## src/common/analog_pkg.sv

```systemverilog
//////////////////////////////////////////////////////////////////////
// Analog data path shared types
//////////////////////////////////////////////////////////////////////

package analog_pkg;

  //////////////////////////////////////////////////////////////////////
  // Widths and sizes
  //////////////////////////////////////////////////////////////////////

  localparam int NUM_CH    = 2;                    // Channel A and B
  localparam int ADC_RAW_W = 16;                   // Converter word
  localparam int ADC_DROP  = 2;                    // Reserved low bits
  localparam int SAMPLE_W  = 14;                   // Usable sample bits
  localparam int AVG_LEN   = 64;                   // Moving average window
  localparam int AVG_SHIFT = 6;                    // log2 of window
  localparam int ACC_W     = SAMPLE_W + AVG_SHIFT; // Sum never overflows

  //////////////////////////////////////////////////////////////////////
  // Vector types
  //////////////////////////////////////////////////////////////////////

  typedef logic        [ADC_RAW_W-1:0] adc_raw_t;  // Raw ADC bus
  typedef logic signed [SAMPLE_W-1:0]  sample_t;   // Two's complement
  typedef logic        [SAMPLE_W-1:0]  dac_code_t; // Negative slope code
  typedef logic signed [ACC_W-1:0]     acc_t;      // Running sum

  // Channel pairs
  typedef struct packed {
    adc_raw_t ch_a;
    adc_raw_t ch_b;
  } raw_pair_t;

  typedef struct packed {
    sample_t ch_a;
    sample_t ch_b;
  } sample_pair_t;

  typedef struct packed {
    dac_code_t ch_a;
    dac_code_t ch_b;
  } dac_pair_t;

  // Config write handshake
  typedef enum logic {
    CFG_IDLE,  // Waiting for request
    CFG_ACK    // Acknowledge held until request drops
  } cfg_state_t;

  // Sign bit kept, lower bits inverted; works in either direction
  function automatic logic [SAMPLE_W-1:0] neg_slope(input logic [SAMPLE_W-1:0] val);
    return {val[SAMPLE_W-1], ~val[SAMPLE_W-2:0]};
  endfunction

endpackage

```

## src/verilog/ctrl_regs.sv

```systemverilog
//////////////////////////////////////////////////////////////////////
// Loopback control register
//////////////////////////////////////////////////////////////////////

`timescale 1ns/1ps

module ctrl_regs (
  input  logic adc_clk,    // Clock
  input  logic adc_rstn,   // Sync reset, active low
  input  logic cfg_req_i,  // Write request
  input  logic cfg_loop_i, // Loopback bit, stable with request
  output logic cfg_ack_o,  // Write acknowledge
  output logic loop_en_o   // Digital loopback enable
);

analog_pkg::cfg_state_t state_q;
analog_pkg::cfg_state_t state_d;
logic                   loop_q;

//////////////////////////////////////////////////////////////////////
// Four phase slave FSM
//////////////////////////////////////////////////////////////////////

always_comb begin
  state_d = state_q;
  case (state_q)
    analog_pkg::CFG_IDLE: begin
      if (cfg_req_i) begin
        state_d = analog_pkg::CFG_ACK;   // Accept write
      end
    end
    analog_pkg::CFG_ACK: begin
      if (!cfg_req_i) begin
        state_d = analog_pkg::CFG_IDLE;  // Master released
      end
    end
    default: state_d = analog_pkg::CFG_IDLE;
  endcase
end

always_ff @(posedge adc_clk) begin
  if (!adc_rstn) begin
    state_q <= analog_pkg::CFG_IDLE;
    loop_q  <= 1'b0;
  end else begin
    state_q <= state_d;
    // Bit latched on the edge that raises ack
    if ((state_q == analog_pkg::CFG_IDLE) && cfg_req_i) begin
      loop_q <= cfg_loop_i;
    end
  end
end

assign cfg_ack_o = (state_q == analog_pkg::CFG_ACK);
assign loop_en_o = loop_q;

// Request still held high when ack comes up
ack_after_req: assert property (@(posedge adc_clk) disable iff (!adc_rstn)
  $rose(cfg_ack_o) |-> cfg_req_i)
  else $error("cfg_ack_o rose while cfg_req_i was low");

endmodule

```

## src/verilog/adc_frontend.sv

```systemverilog
//////////////////////////////////////////////////////////////////////
// ADC input stage and loopback
//////////////////////////////////////////////////////////////////////

`timescale 1ns/1ps

module adc_frontend (
  input  logic                     adc_clk,   // Clock
  input  logic                     adc_rstn,  // Sync reset, active low
  input  analog_pkg::raw_pair_t    adc_raw_i, // Raw converter words
  input  logic                     loop_en_i, // Digital loopback select
  input  analog_pkg::sample_pair_t loop_i,    // Saturated DAC-bound samples
  output analog_pkg::sample_pair_t adc_o      // Samples to the outside
);

analog_pkg::sample_pair_t adc_q;  // Converted and registered samples

//////////////////////////////////////////////////////////////////////
// Input registers
//////////////////////////////////////////////////////////////////////

// Upper 14 bits only, low bits reserved by the converter
// Neg slope code turned into two's complement before the flop
always_ff @(posedge adc_clk) begin
  if (!adc_rstn) begin
    adc_q <= '0;
  end else begin
    adc_q.ch_a <= analog_pkg::neg_slope(
      adc_raw_i.ch_a[analog_pkg::ADC_RAW_W-1:analog_pkg::ADC_DROP]);
    adc_q.ch_b <= analog_pkg::neg_slope(
      adc_raw_i.ch_b[analog_pkg::ADC_RAW_W-1:analog_pkg::ADC_DROP]);
  end
end

//////////////////////////////////////////////////////////////////////
// Loopback select
//////////////////////////////////////////////////////////////////////

// Loopback path stays combinational
// Output tracks the DAC sums in the same cycle
always_comb begin
  if (loop_en_i) begin
    adc_o = loop_i;   // DAC side looped back
  end else begin
    adc_o = adc_q;    // Normal ADC samples
  end
end

// Select comes from ctrl_regs, must be known once out of reset
loop_en_known: assert property (@(posedge adc_clk) disable iff (!adc_rstn)
  !$isunknown(loop_en_i))
  else $error("loop_en_i unknown after reset");

endmodule

```

## src/dac_path/dac_channel.sv

```systemverilog
//////////////////////////////////////////////////////////////////////
// DAC channel sum and moving average
//////////////////////////////////////////////////////////////////////

`timescale 1ns/1ps

module dac_channel (
  input  logic                adc_clk,  // Clock
  input  logic                adc_rstn, // Sync reset, active low
  input  analog_pkg::sample_t gen_i,    // Generator sample
  input  analog_pkg::sample_t ctl_i,    // Controller sample
  output analog_pkg::sample_t sat_o,    // Saturated sum
  output analog_pkg::sample_t avg_o     // Moving average
);

logic signed [analog_pkg::SAMPLE_W:0] sum;  // One extra bit, no wrap

analog_pkg::sample_t              hist [analog_pkg::AVG_LEN];  // Sample history
logic [analog_pkg::AVG_SHIFT-1:0] idx;                         // Oldest entry
analog_pkg::acc_t                 acc;                         // Sum of history

//////////////////////////////////////////////////////////////////////
// Sum and saturation
//////////////////////////////////////////////////////////////////////

assign sum = gen_i + ctl_i;  // Both sign extended

// Top two bits differ on overflow
always_comb begin
  if (sum[analog_pkg::SAMPLE_W] ^ sum[analog_pkg::SAMPLE_W-1]) begin
    // Clamp to max positive or max negative
    sat_o = {sum[analog_pkg::SAMPLE_W],
             {(analog_pkg::SAMPLE_W-1){~sum[analog_pkg::SAMPLE_W]}}};
  end else begin
    sat_o = sum[analog_pkg::SAMPLE_W-1:0];
  end
end

//////////////////////////////////////////////////////////////////////
// Moving average
//////////////////////////////////////////////////////////////////////

// Ring buffer with rotating index
// Running sum gains the newest value, drops the one it replaces
always_ff @(posedge adc_clk) begin
  if (!adc_rstn) begin
    idx <= '0;
    acc <= '0;
    for (int i = 0; i < analog_pkg::AVG_LEN; i++) begin
      hist[i] <= '0;
    end
  end else begin
    idx       <= idx + 1'b1;               // Wraps at AVG_LEN
    acc       <= acc + sat_o - hist[idx];
    hist[idx] <= sat_o;                     // Overwrite oldest
  end
end

// Arithmetic shift by AVG_SHIFT, top bits are the average
assign avg_o = acc[analog_pkg::ACC_W-1:analog_pkg::AVG_SHIFT];

//////////////////////////////////////////////////////////////////////
// Checks
//////////////////////////////////////////////////////////////////////

// Full history total
function automatic analog_pkg::acc_t hist_total();
  analog_pkg::acc_t total;
  total = '0;
  for (int i = 0; i < analog_pkg::AVG_LEN; i++) begin
    total = total + hist[i];
  end
  return total;
endfunction

// Incremental sum must never drift from the history
acc_matches_hist: assert property (@(posedge adc_clk) disable iff (!adc_rstn)
  acc == hist_total())
  else $error("running sum 0x%h differs from history 0x%h", acc, hist_total());

endmodule

```

## src/dac_path/dac_output.sv

```systemverilog
//////////////////////////////////////////////////////////////////////
// DAC output registers
//////////////////////////////////////////////////////////////////////

`timescale 1ns/1ps

module dac_output (
  input  logic                     adc_clk,  // Clock
  input  logic                     adc_rstn, // Sync reset, active low
  input  analog_pkg::sample_pair_t avg_i,    // Averages, two's complement
  output analog_pkg::dac_pair_t    dac_o     // DAC codes, negative slope
);

analog_pkg::dac_code_t code_a;
analog_pkg::dac_code_t code_b;

//////////////////////////////////////////////////////////////////////
// Code conversion
//////////////////////////////////////////////////////////////////////

// Back to the converter's negative slope code
assign code_a = analog_pkg::neg_slope(avg_i.ch_a);
assign code_b = analog_pkg::neg_slope(avg_i.ch_b);

//////////////////////////////////////////////////////////////////////
// Output registers
//////////////////////////////////////////////////////////////////////

// Held at midscale under reset
always_ff @(posedge adc_clk) begin
  if (!adc_rstn) begin
    dac_o.ch_a <= analog_pkg::neg_slope('0);  // 14'h1FFF
    dac_o.ch_b <= analog_pkg::neg_slope('0);
  end else begin
    dac_o.ch_a <= code_a;
    dac_o.ch_b <= code_b;
  end
end

endmodule

```

## src/verilog/analog_top.sv

```systemverilog
//////////////////////////////////////////////////////////////////////
// Analog data path top
//////////////////////////////////////////////////////////////////////

`timescale 1ns/1ps

module analog_top (
  input  logic                     adc_clk,    // ADC clock, whole design
  input  logic                     adc_rstn,   // Sync reset, active low
  input  analog_pkg::raw_pair_t    adc_raw_i,  // Raw ADC words
  input  analog_pkg::sample_pair_t gen_i,      // Generator samples
  input  analog_pkg::sample_pair_t ctl_i,      // Controller samples
  input  logic                     cfg_req_i,  // Config write request
  input  logic                     cfg_loop_i, // Loopback bit
  output logic                     cfg_ack_o,  // Config write acknowledge
  output analog_pkg::sample_pair_t adc_o,      // ADC samples
  output analog_pkg::dac_pair_t    dac_o       // DAC codes
);

logic                     loop_en;   // From control register
analog_pkg::sample_pair_t sat_pair;  // Loopback source
analog_pkg::sample_pair_t avg_pair;  // Into output stage

// Per channel views, index 0 is channel A
analog_pkg::sample_t gen_ch [analog_pkg::NUM_CH];
analog_pkg::sample_t ctl_ch [analog_pkg::NUM_CH];
analog_pkg::sample_t sat_ch [analog_pkg::NUM_CH];
analog_pkg::sample_t avg_ch [analog_pkg::NUM_CH];

assign gen_ch[0]     = gen_i.ch_a;
assign gen_ch[1]     = gen_i.ch_b;
assign ctl_ch[0]     = ctl_i.ch_a;
assign ctl_ch[1]     = ctl_i.ch_b;
assign sat_pair.ch_a = sat_ch[0];
assign sat_pair.ch_b = sat_ch[1];
assign avg_pair.ch_a = avg_ch[0];
assign avg_pair.ch_b = avg_ch[1];

//////////////////////////////////////////////////////////////////////
// Control and ADC side
//////////////////////////////////////////////////////////////////////

ctrl_regs i_ctrl_regs (
  .adc_clk    (adc_clk   ),
  .adc_rstn   (adc_rstn  ),
  .cfg_req_i  (cfg_req_i ),
  .cfg_loop_i (cfg_loop_i),
  .cfg_ack_o  (cfg_ack_o ),
  .loop_en_o  (loop_en   )
);

adc_frontend i_adc_frontend (
  .adc_clk   (adc_clk  ),
  .adc_rstn  (adc_rstn ),
  .adc_raw_i (adc_raw_i),
  .loop_en_i (loop_en  ),
  .loop_i    (sat_pair ),  // Saturated sums fed back
  .adc_o     (adc_o    )
);

//////////////////////////////////////////////////////////////////////
// DAC side
//////////////////////////////////////////////////////////////////////

generate
  for (genvar ch = 0; ch < analog_pkg::NUM_CH; ch++) begin : for_ch
    dac_channel i_dac_channel (
      .adc_clk  (adc_clk    ),
      .adc_rstn (adc_rstn   ),
      .gen_i    (gen_ch[ch] ),
      .ctl_i    (ctl_ch[ch] ),
      .sat_o    (sat_ch[ch] ),
      .avg_o    (avg_ch[ch] )
    );
  end : for_ch
endgenerate

dac_output i_dac_output (
  .adc_clk  (adc_clk ),
  .adc_rstn (adc_rstn),
  .avg_i    (avg_pair),
  .dac_o    (dac_o   )
);

endmodule

```

## config.mk

```make
export PLATFORM = sky130hd
export DESIGN_NAME = analog_top
export DESIGN_NICKNAME = d
export VERILOG_FILES = /design/src/common/analog_pkg.sv /design/src/verilog/ctrl_regs.sv /design/src/verilog/adc_frontend.sv /design/src/dac_path/dac_channel.sv /design/src/dac_path/dac_output.sv /design/src/verilog/analog_top.sv
export SDC_FILE = /design/constraint.sdc
export NUM_CORES = 2
export LEC_CHECK = 0
export ABC_CLOCK_PERIOD_IN_PS = 10200
export BUFFER_PORTS_ARGS = -buffer_cell sky130_fd_sc_hd__buf_2
export CAP_MARGIN = 20
export CORE_MARGIN = 5
export CORE_UTILIZATION = 60
export CTS_CLUSTER_DIAMETER = 150
export DETAILED_ROUTE_END_ITERATION = 7
export PLACE_DENSITY = 0.78
export SYNTH_ARGS = -nofsm -noshare
export SYNTH_HDL_FRONTEND = slang
export SYNTH_SLANG_ARGS = --single-unit
```

## constraint.sdc

```tcl
create_clock -name adc_clk -period 10.2 [get_ports adc_clk]
set_clock_uncertainty 0.2 [all_clocks]
set_input_delay 1.02 -clock adc_clk [delete_from_list [all_inputs] [get_ports adc_clk]]
set_output_delay 1.02 -clock adc_clk [all_outputs]
set_load 0.02 [all_outputs]
```

# After elaboration in Yosys (flattened, before gate mapping)
# Memory sizes are Yosys's and may differ from the RTL's. A register that Yosys moved wholly into a read port is not among the register bits.
# Index checks and enable logic that the tools add are counted.
dict set report totals {
  regBits 110
  mem_bits_rw 1792
  word_cells 46
  memories 2
}
dict set report op_classes {
  add_sub_neg 8
  n_mux 14
  bitwise_logic 9
  n_reduce_logical 3
}
# name depth word_bits rd rd_ports_with_merged_regs wr line
set memory_table {}
lappend memory_table {{for_ch[0].i_dac_channel.hist} 64 14 1 1 64 dac_channel.sv:18} ;# analog_pkg::sample_t hist [analog_pkg::AVG_LEN];
lappend memory_table {{for_ch[1].i_dac_channel.hist} 64 14 1 1 64 dac_channel.sv:18}
# cell count
set op_table {}
lappend op_table {{2-to-1 mux 14 bit} 4}
lappend op_table {{inverter 13 bit} 4}
lappend op_table {{adder 20 x 14 -> 20 bit} 2}
lappend op_table {{subtractor 20 x 14 -> 20 bit} 2}
lappend op_table {{adder 14 x 14 -> 15 bit} 2}
lappend op_table {{2-to-1 mux 28 bit} 1}
lappend op_table {{OR reduction 14 bit} 2}
lappend op_table {{2-to-1 mux 6 bit} 4}
lappend op_table {{adder 6 x 1 -> 6 bit (second input constant)} 2}
lappend op_table {{2-to-1 mux 1 bit} 5}
lappend op_table {{inverter 1 bit} 3}
lappend op_table {{XOR 1 bit} 2}
lappend op_table {{logical AND 1 bit} 1}

# Logic depth before layout (Yosys ltp)
dict set report depth {
  ltp_word 5
  depth_mapped 24
  ltp_nobuf 23
}

# Hierarchy
# A second synthesis with hierarchy kept.
dict set report hier_totals {
  hier_cells 6868
  hier_area_um2 86703.2
}
# mod n_inst cells_per_inst area_per_inst_um2
set modules_own_cells {}
lappend modules_own_cells {{dac_channel at for_ch[1].i_dac_channel} 1 3345 42413.2}
lappend modules_own_cells {{dac_channel at for_ch[0].i_dac_channel} 1 3368 42309.3}
lappend modules_own_cells {adc_frontend 1 89 1184.9}
lappend modules_own_cells {dac_output 1 59 716.9}
lappend modules_own_cells {ctrl_regs 1 7 78.8}

# Worst setup path before layout
# Ideal clock, no wire load.
dict set report synth_timing {
  path_type {input to register}
  startpoint {input port gen_i[0] in the netlist's numbering}
  endpoint {register for_ch[1].i_dac_channel.acc[19]}
  setup_ps 118
  t_arrival_ps 5856
  slack_ps 4026
  stages 23
  path_buffers 1
  path_cell_list {ha_1 inv_1 fa_1 nor2b_1 o2111a_1 nor3_1 o21ai_0 a21oi_1 nor4_2 a211oi_1 clkbuf_1 or2_2 fa_1 inv_1 ha_1 and3_1 a221o_1 a21o_1 a21oi_1 o211ai_1 o41ai_1 nand2b_1 mux2i_1}
}
dict set report synth_between {
  elab_chain_cells 5
  elab_cells_between_ends 6
}
# element line
set synth_rtl {}
lappend synth_rtl {{from (decl)} analog_top.sv:11} ;# input analog_pkg::sample_pair_t gen_i,
lappend synth_rtl {{adder 14 x 14 -> 15 bit (*)} dac_channel.sv:26} ;# assign sum = gen_i + ctl_i;
lappend synth_rtl {{XOR 1 bit / inverter 1 bit (equally long branches)} {dac_channel.sv:30, dac_channel.sv:33}}
lappend synth_rtl {{2-to-1 mux 14 bit (*)} dac_channel.sv:30} ;# if (sum[analog_pkg::SAMPLE_W] ^ sum[analog_pkg::SAMPLE_W-1]) begin
lappend synth_rtl {{adder 20 x 14 -> 20 bit (*)} dac_channel.sv:54} ;# acc <= acc + sat_o - hist[idx];
lappend synth_rtl {{subtractor 20 x 14 -> 20 bit (*)} dac_channel.sv:54}
lappend synth_rtl {{to (signal assigned)} dac_channel.sv:54}
lappend synth_rtl {{to (decl)} dac_channel.sv:20} ;# analog_pkg::acc_t acc;
# Every way passes the cells marked *; elsewhere a longest branch is shown, timed or not.
# A chain may end at the register's enable or synchronous reset.

==> flow_results.org <==
** Placed design
- IO Port Bufs :: 144
- After detailed placement, the design holds a cell count of 8468.
- Once placement finished, the instance area stood at 0.0864 mm^2.
- The congestion estimate from routability-driven global placement came to 0.940.
- Detailed placement ended at an HPWL of 150 mm.

** Routing
- For this block, the initial DRC count from the detailed router was 10700.
- The count of nets left with antenna violations once routing finished came out at 0.
- The first TritonRoute pass finished after 6 iterations.
- Using the TritonRoute via totals, the vias-per-cell ratio works out to 7.08.
- After detailed routing, the average wire length per cell comes to 29.4 um.
- In the routed design, unresolved DRC markers number 0.
- Vias after detailed routing :: 62400
- The final layout contains routed wiring with a total length of 259 mm.

** Logic synthesis
- Share of the yosys chip area belonging to registers :: 0.668
- Synth async-reset ratio :: 0
- During synthesis, Yosys emitted a total of 0 warnings.
- The number of nets handed over by synthesis was 7109.
- Netlist cell types :: 73
- Yosys mapped a number of flops with a built-in enable equal to 1792.
- Synthesis inferred 1902 register bits.
- Each instance of the synthesized netlist takes up on average 12.1 um^2.
- Portion of synthesized cell area occupied by the leading cell type :: 0.642
- Top cells by area in the synthesized netlist :: edfxtp_1 (64%), nor2_1 (4.9%), a22oi_1 (4.5%)
- Among all flip-flop cells after synthesis, the most frequent one is edfxtp_1.
- Post-synthesis cell area :: 0.0838 mm^2
- Leading area contributor after synthesis :: edfxtp_1
- Synthesis produced a netlist whose cell count is 6907.

** STA
- For the pin with the worst max-slew slack, the measured transition is 1310 ps.
- The hold violation count in the final report came to 0.
- Setup violations remaining at the end of the flow were counted as 0.
- The final number of max-transition violations came to 0.
- Relative slew slack :: 0.127
- RSZ-0062 raised after global routing :: false
- Dividing the final minimum period by the clock period gives 0.750.
- Timing would allow up to 0.131 GHz.
- For the final routed database, the setup TNS stands at 0 ps.
- The clock period could shrink to 7650 ps.

** Die
- Core footprint :: 0.139 mm^2
- In this run the horizontal extent of the chip is 384 um.
- From bottom edge to top edge, the die measures 384 um.
- The initialized floorplan defines 137 standard-cell rows.
- 149 I/O pins were placed.
- The floorplan step defined a die boundary enclosing 0.147 mm^2.
- Starting utilization of the core area :: 0.602

** GRT
- Via count of the first global-routing pass :: 60800
- Pin count of the biggest net entering global routing :: 233
- The first global-routing pass estimated 382 mm of wire.
- Global routing finished with a remaining overflow of 0.
- Antenna violations before repair :: 4
- In the global route stage, overall resource usage came out at 0.346.

** Power
- Overall power consumption :: 19.5 mW
- Of the total power, the share spent switching nets is 0.299.
- Relative contribution of the clock network to total power :: 0.338
- For this design the ratio of total power to cell area is 211 mW/mm^2.
- Net switching power of the design :: 5.82 mW
- Max VDD drop :: 0.183 mV
- Pint :: 13.7 mW
- The share of total power dissipated in sequential elements is 0.465.
- Static Leak :: 33.2 nW
- Of the total power, combinational logic draws 0.197.

** CTS
- In this run, post-CTS repair resized a total of 0 instances.
- No sink is reached through more buffers than the 3 on the longest clock path.
- Number of buffers created by CTS :: 182
- Library cell used as clock root buffer :: clkbuf_16
- Clock tree synthesis found a total of 1902 sinks.
- Post-CTS Hold Buffers :: 0
- Clock Pin Slew Worst Setup and Hold Paths :: 60 ps
- Total setup buffers inserted after CTS :: 0
- In this run the number of H-tree levels came out at 4.
- Worst-skew pair later-pin latency :: 840 ps
- TritonCTS built the clock tree.

** Critical path
- The worst setup path is of the flop to flop kind.
- At the worst endpoint, the arrival time is 8200 ps.
- Nature of the critical path endpoint :: flop
- The worst setup path is launched from a flop.
- Data required time of the worst path :: 10750 ps
- Maximum fanout along the worst path :: 48

** Final layout
- Ratio of cells with drive above 1 in the final layout :: 0.105
- For this run, the number of standard cells in the final layout without fillers is 8808.
- In the final design database the tool counted 6979 nets.
- Register cell area after layout :: 0.0560 mm^2
- Summed area of non-filler cells in the final layout :: 0.0921 mm^2
- Synthesis-to-finish area growth :: 9.94%
- Count of filler cells inserted in the layout :: 9871
- In the final layout, the multi-input gates occupy 0.0248 mm^2.
- Core utilization of the finished layout :: 0.662

** Job
- Across the run, the number of max-cap violations was 0.

** Min path
- Hold Path Class :: input port to flop

** Status
- The run finished with clean final reports.
-- logic make-up after synthesis --
family                   synth area share
AND/OR/NAND/NOR                     0.117
flip-flops                          0.668
AO/OA/AOI/OAI                       0.139
buffers and inverters              0.0400
adder cells (fa/ha/maj)            0.0202
multiplexers                      0.00935
XOR/XNOR                          0.00527
-- critical path, cell delays in order, from the launching register on --
cell and delay, ps:
dfxtp_4 620, buf_4 790, and3b_4 880, buf_4 520, a22oi_1 160, a41oi_1 830
a21oi_1 280, o21ai_0 280, a221o_1 250, fa_1 190, inv_1 50, ha_1 320
nor2b_1 150, o21ai_0 210, a21oi_1 150, o31ai_1 420, a21boi_0 250, o31a_1 360
o41ai_1 380, mux2i_1 230
-- path summary, 6_finish.rpt --
kind	cells past startpoint	from	endpoint	slack (ps)
worst max-delay path	19	for_ch[0].i_dac_channel.idx[2]	for_ch[0].i_dac_channel.acc[18]	2550
worst min-delay path	2	adc_raw_i[30]	i_adc_frontend.adc_q[26]	150
worst max register to register	19	for_ch[0].i_dac_channel.idx[2]	for_ch[0].i_dac_channel.acc[18]	2550
worst min register to register	1	for_ch[0].i_dac_channel.acc[14]	i_dac_output.dac_o[22]	180
-- cells in the mapped netlist (all sizes together), types with 27 or more instances --
cell type	number
a221oi	150
nand4	86
nand3	148
o22ai	53
mux2i	40
dfxtp	110
fa	40
a22o	141
inv	156
nor2	1105
clkbuf	458
nor3	540
xnor2	27
a31oi	136
a21oi	442
a22oi	506
o21ai	184
nand2	134
ha	70
buf	237
edfxtp	1792
nor4	32
-- placed cells by master, fill, tap and decap left out, types with 31 or more instances in the layout --
cell type,n
dfxtp_1,106
nand2_1,132
a22o_1,141
nand3_1,145
o22ai_1,53
a31oi_1,134
mux2i_1,40
nand4_1,86
nor4_1,31
edfxtp_1,1792
a21oi_1,441
a22oi_1,506
fa_1,40
buf_2,145
clkinv_1,36
clkbuf_1,60
inv_1,154
o21ai_0,56
buf_4,223
ha_1,70
o21ai_1,120
nor2_1,1095
a221oi_1,150
clkbuf_16,185
nor3_1,538
-- metal layers --
metal	global-route usage	vias up	part of all wire
li1	-	26000	-
met1	0.431	30000	0.32
met2	0.540	5332	0.46
met3	0.0878	1093	0.14
met4	0.229	8	0.081
met5	0	-	0.00022
-- layout make-up --
type,instances,share of cell area
clock inverter,86,0.00838
inverter,157,0.00640
sequential,1902,0.608
clock buffer,250,0.0534
antenna,3,0.0000815
multi-input combinational,4153,0.269
timing repair buffer,381,0.0287
tap,1876,0.0255
-- power by group through the flow --
stage	Combinational, mW	Sequential, mW	Clock, mW
after floorplan	2.49	9.21	0
after detailed placement	3.68	9.22	0
after global routing	4.08	9.09	6.89
final	3.83	9.06	6.59
after global placement	3.58	9.20	0
after CTS	3.72	9.06	6.56
-- state kept, by name, indices dropped and copies added, names as in the netlist --
name,flops
i_adc_frontend.adc_q,28
for_ch.i_dac_channel.hist,1792
i_ctrl_regs.loop_en_o,1
i_ctrl_regs.cfg_ack_o,1
i_dac_output.dac_o,28
for_ch.i_dac_channel.acc,40
for_ch.i_dac_channel.idx,12
-- stage by stage --
| stage | worst slack [ps] | hold WS (ps) |
|---|---|---|
| floorplan | 4030 | 158 |
| global placement | 2630 | 161 |
| detailed placement | 2510 | 171 |
| CTS | 2900 | 112 |
| global route | 2590 | 132 |
| finish | 2550 | 146 |
(Power assumes the default switching activity.)
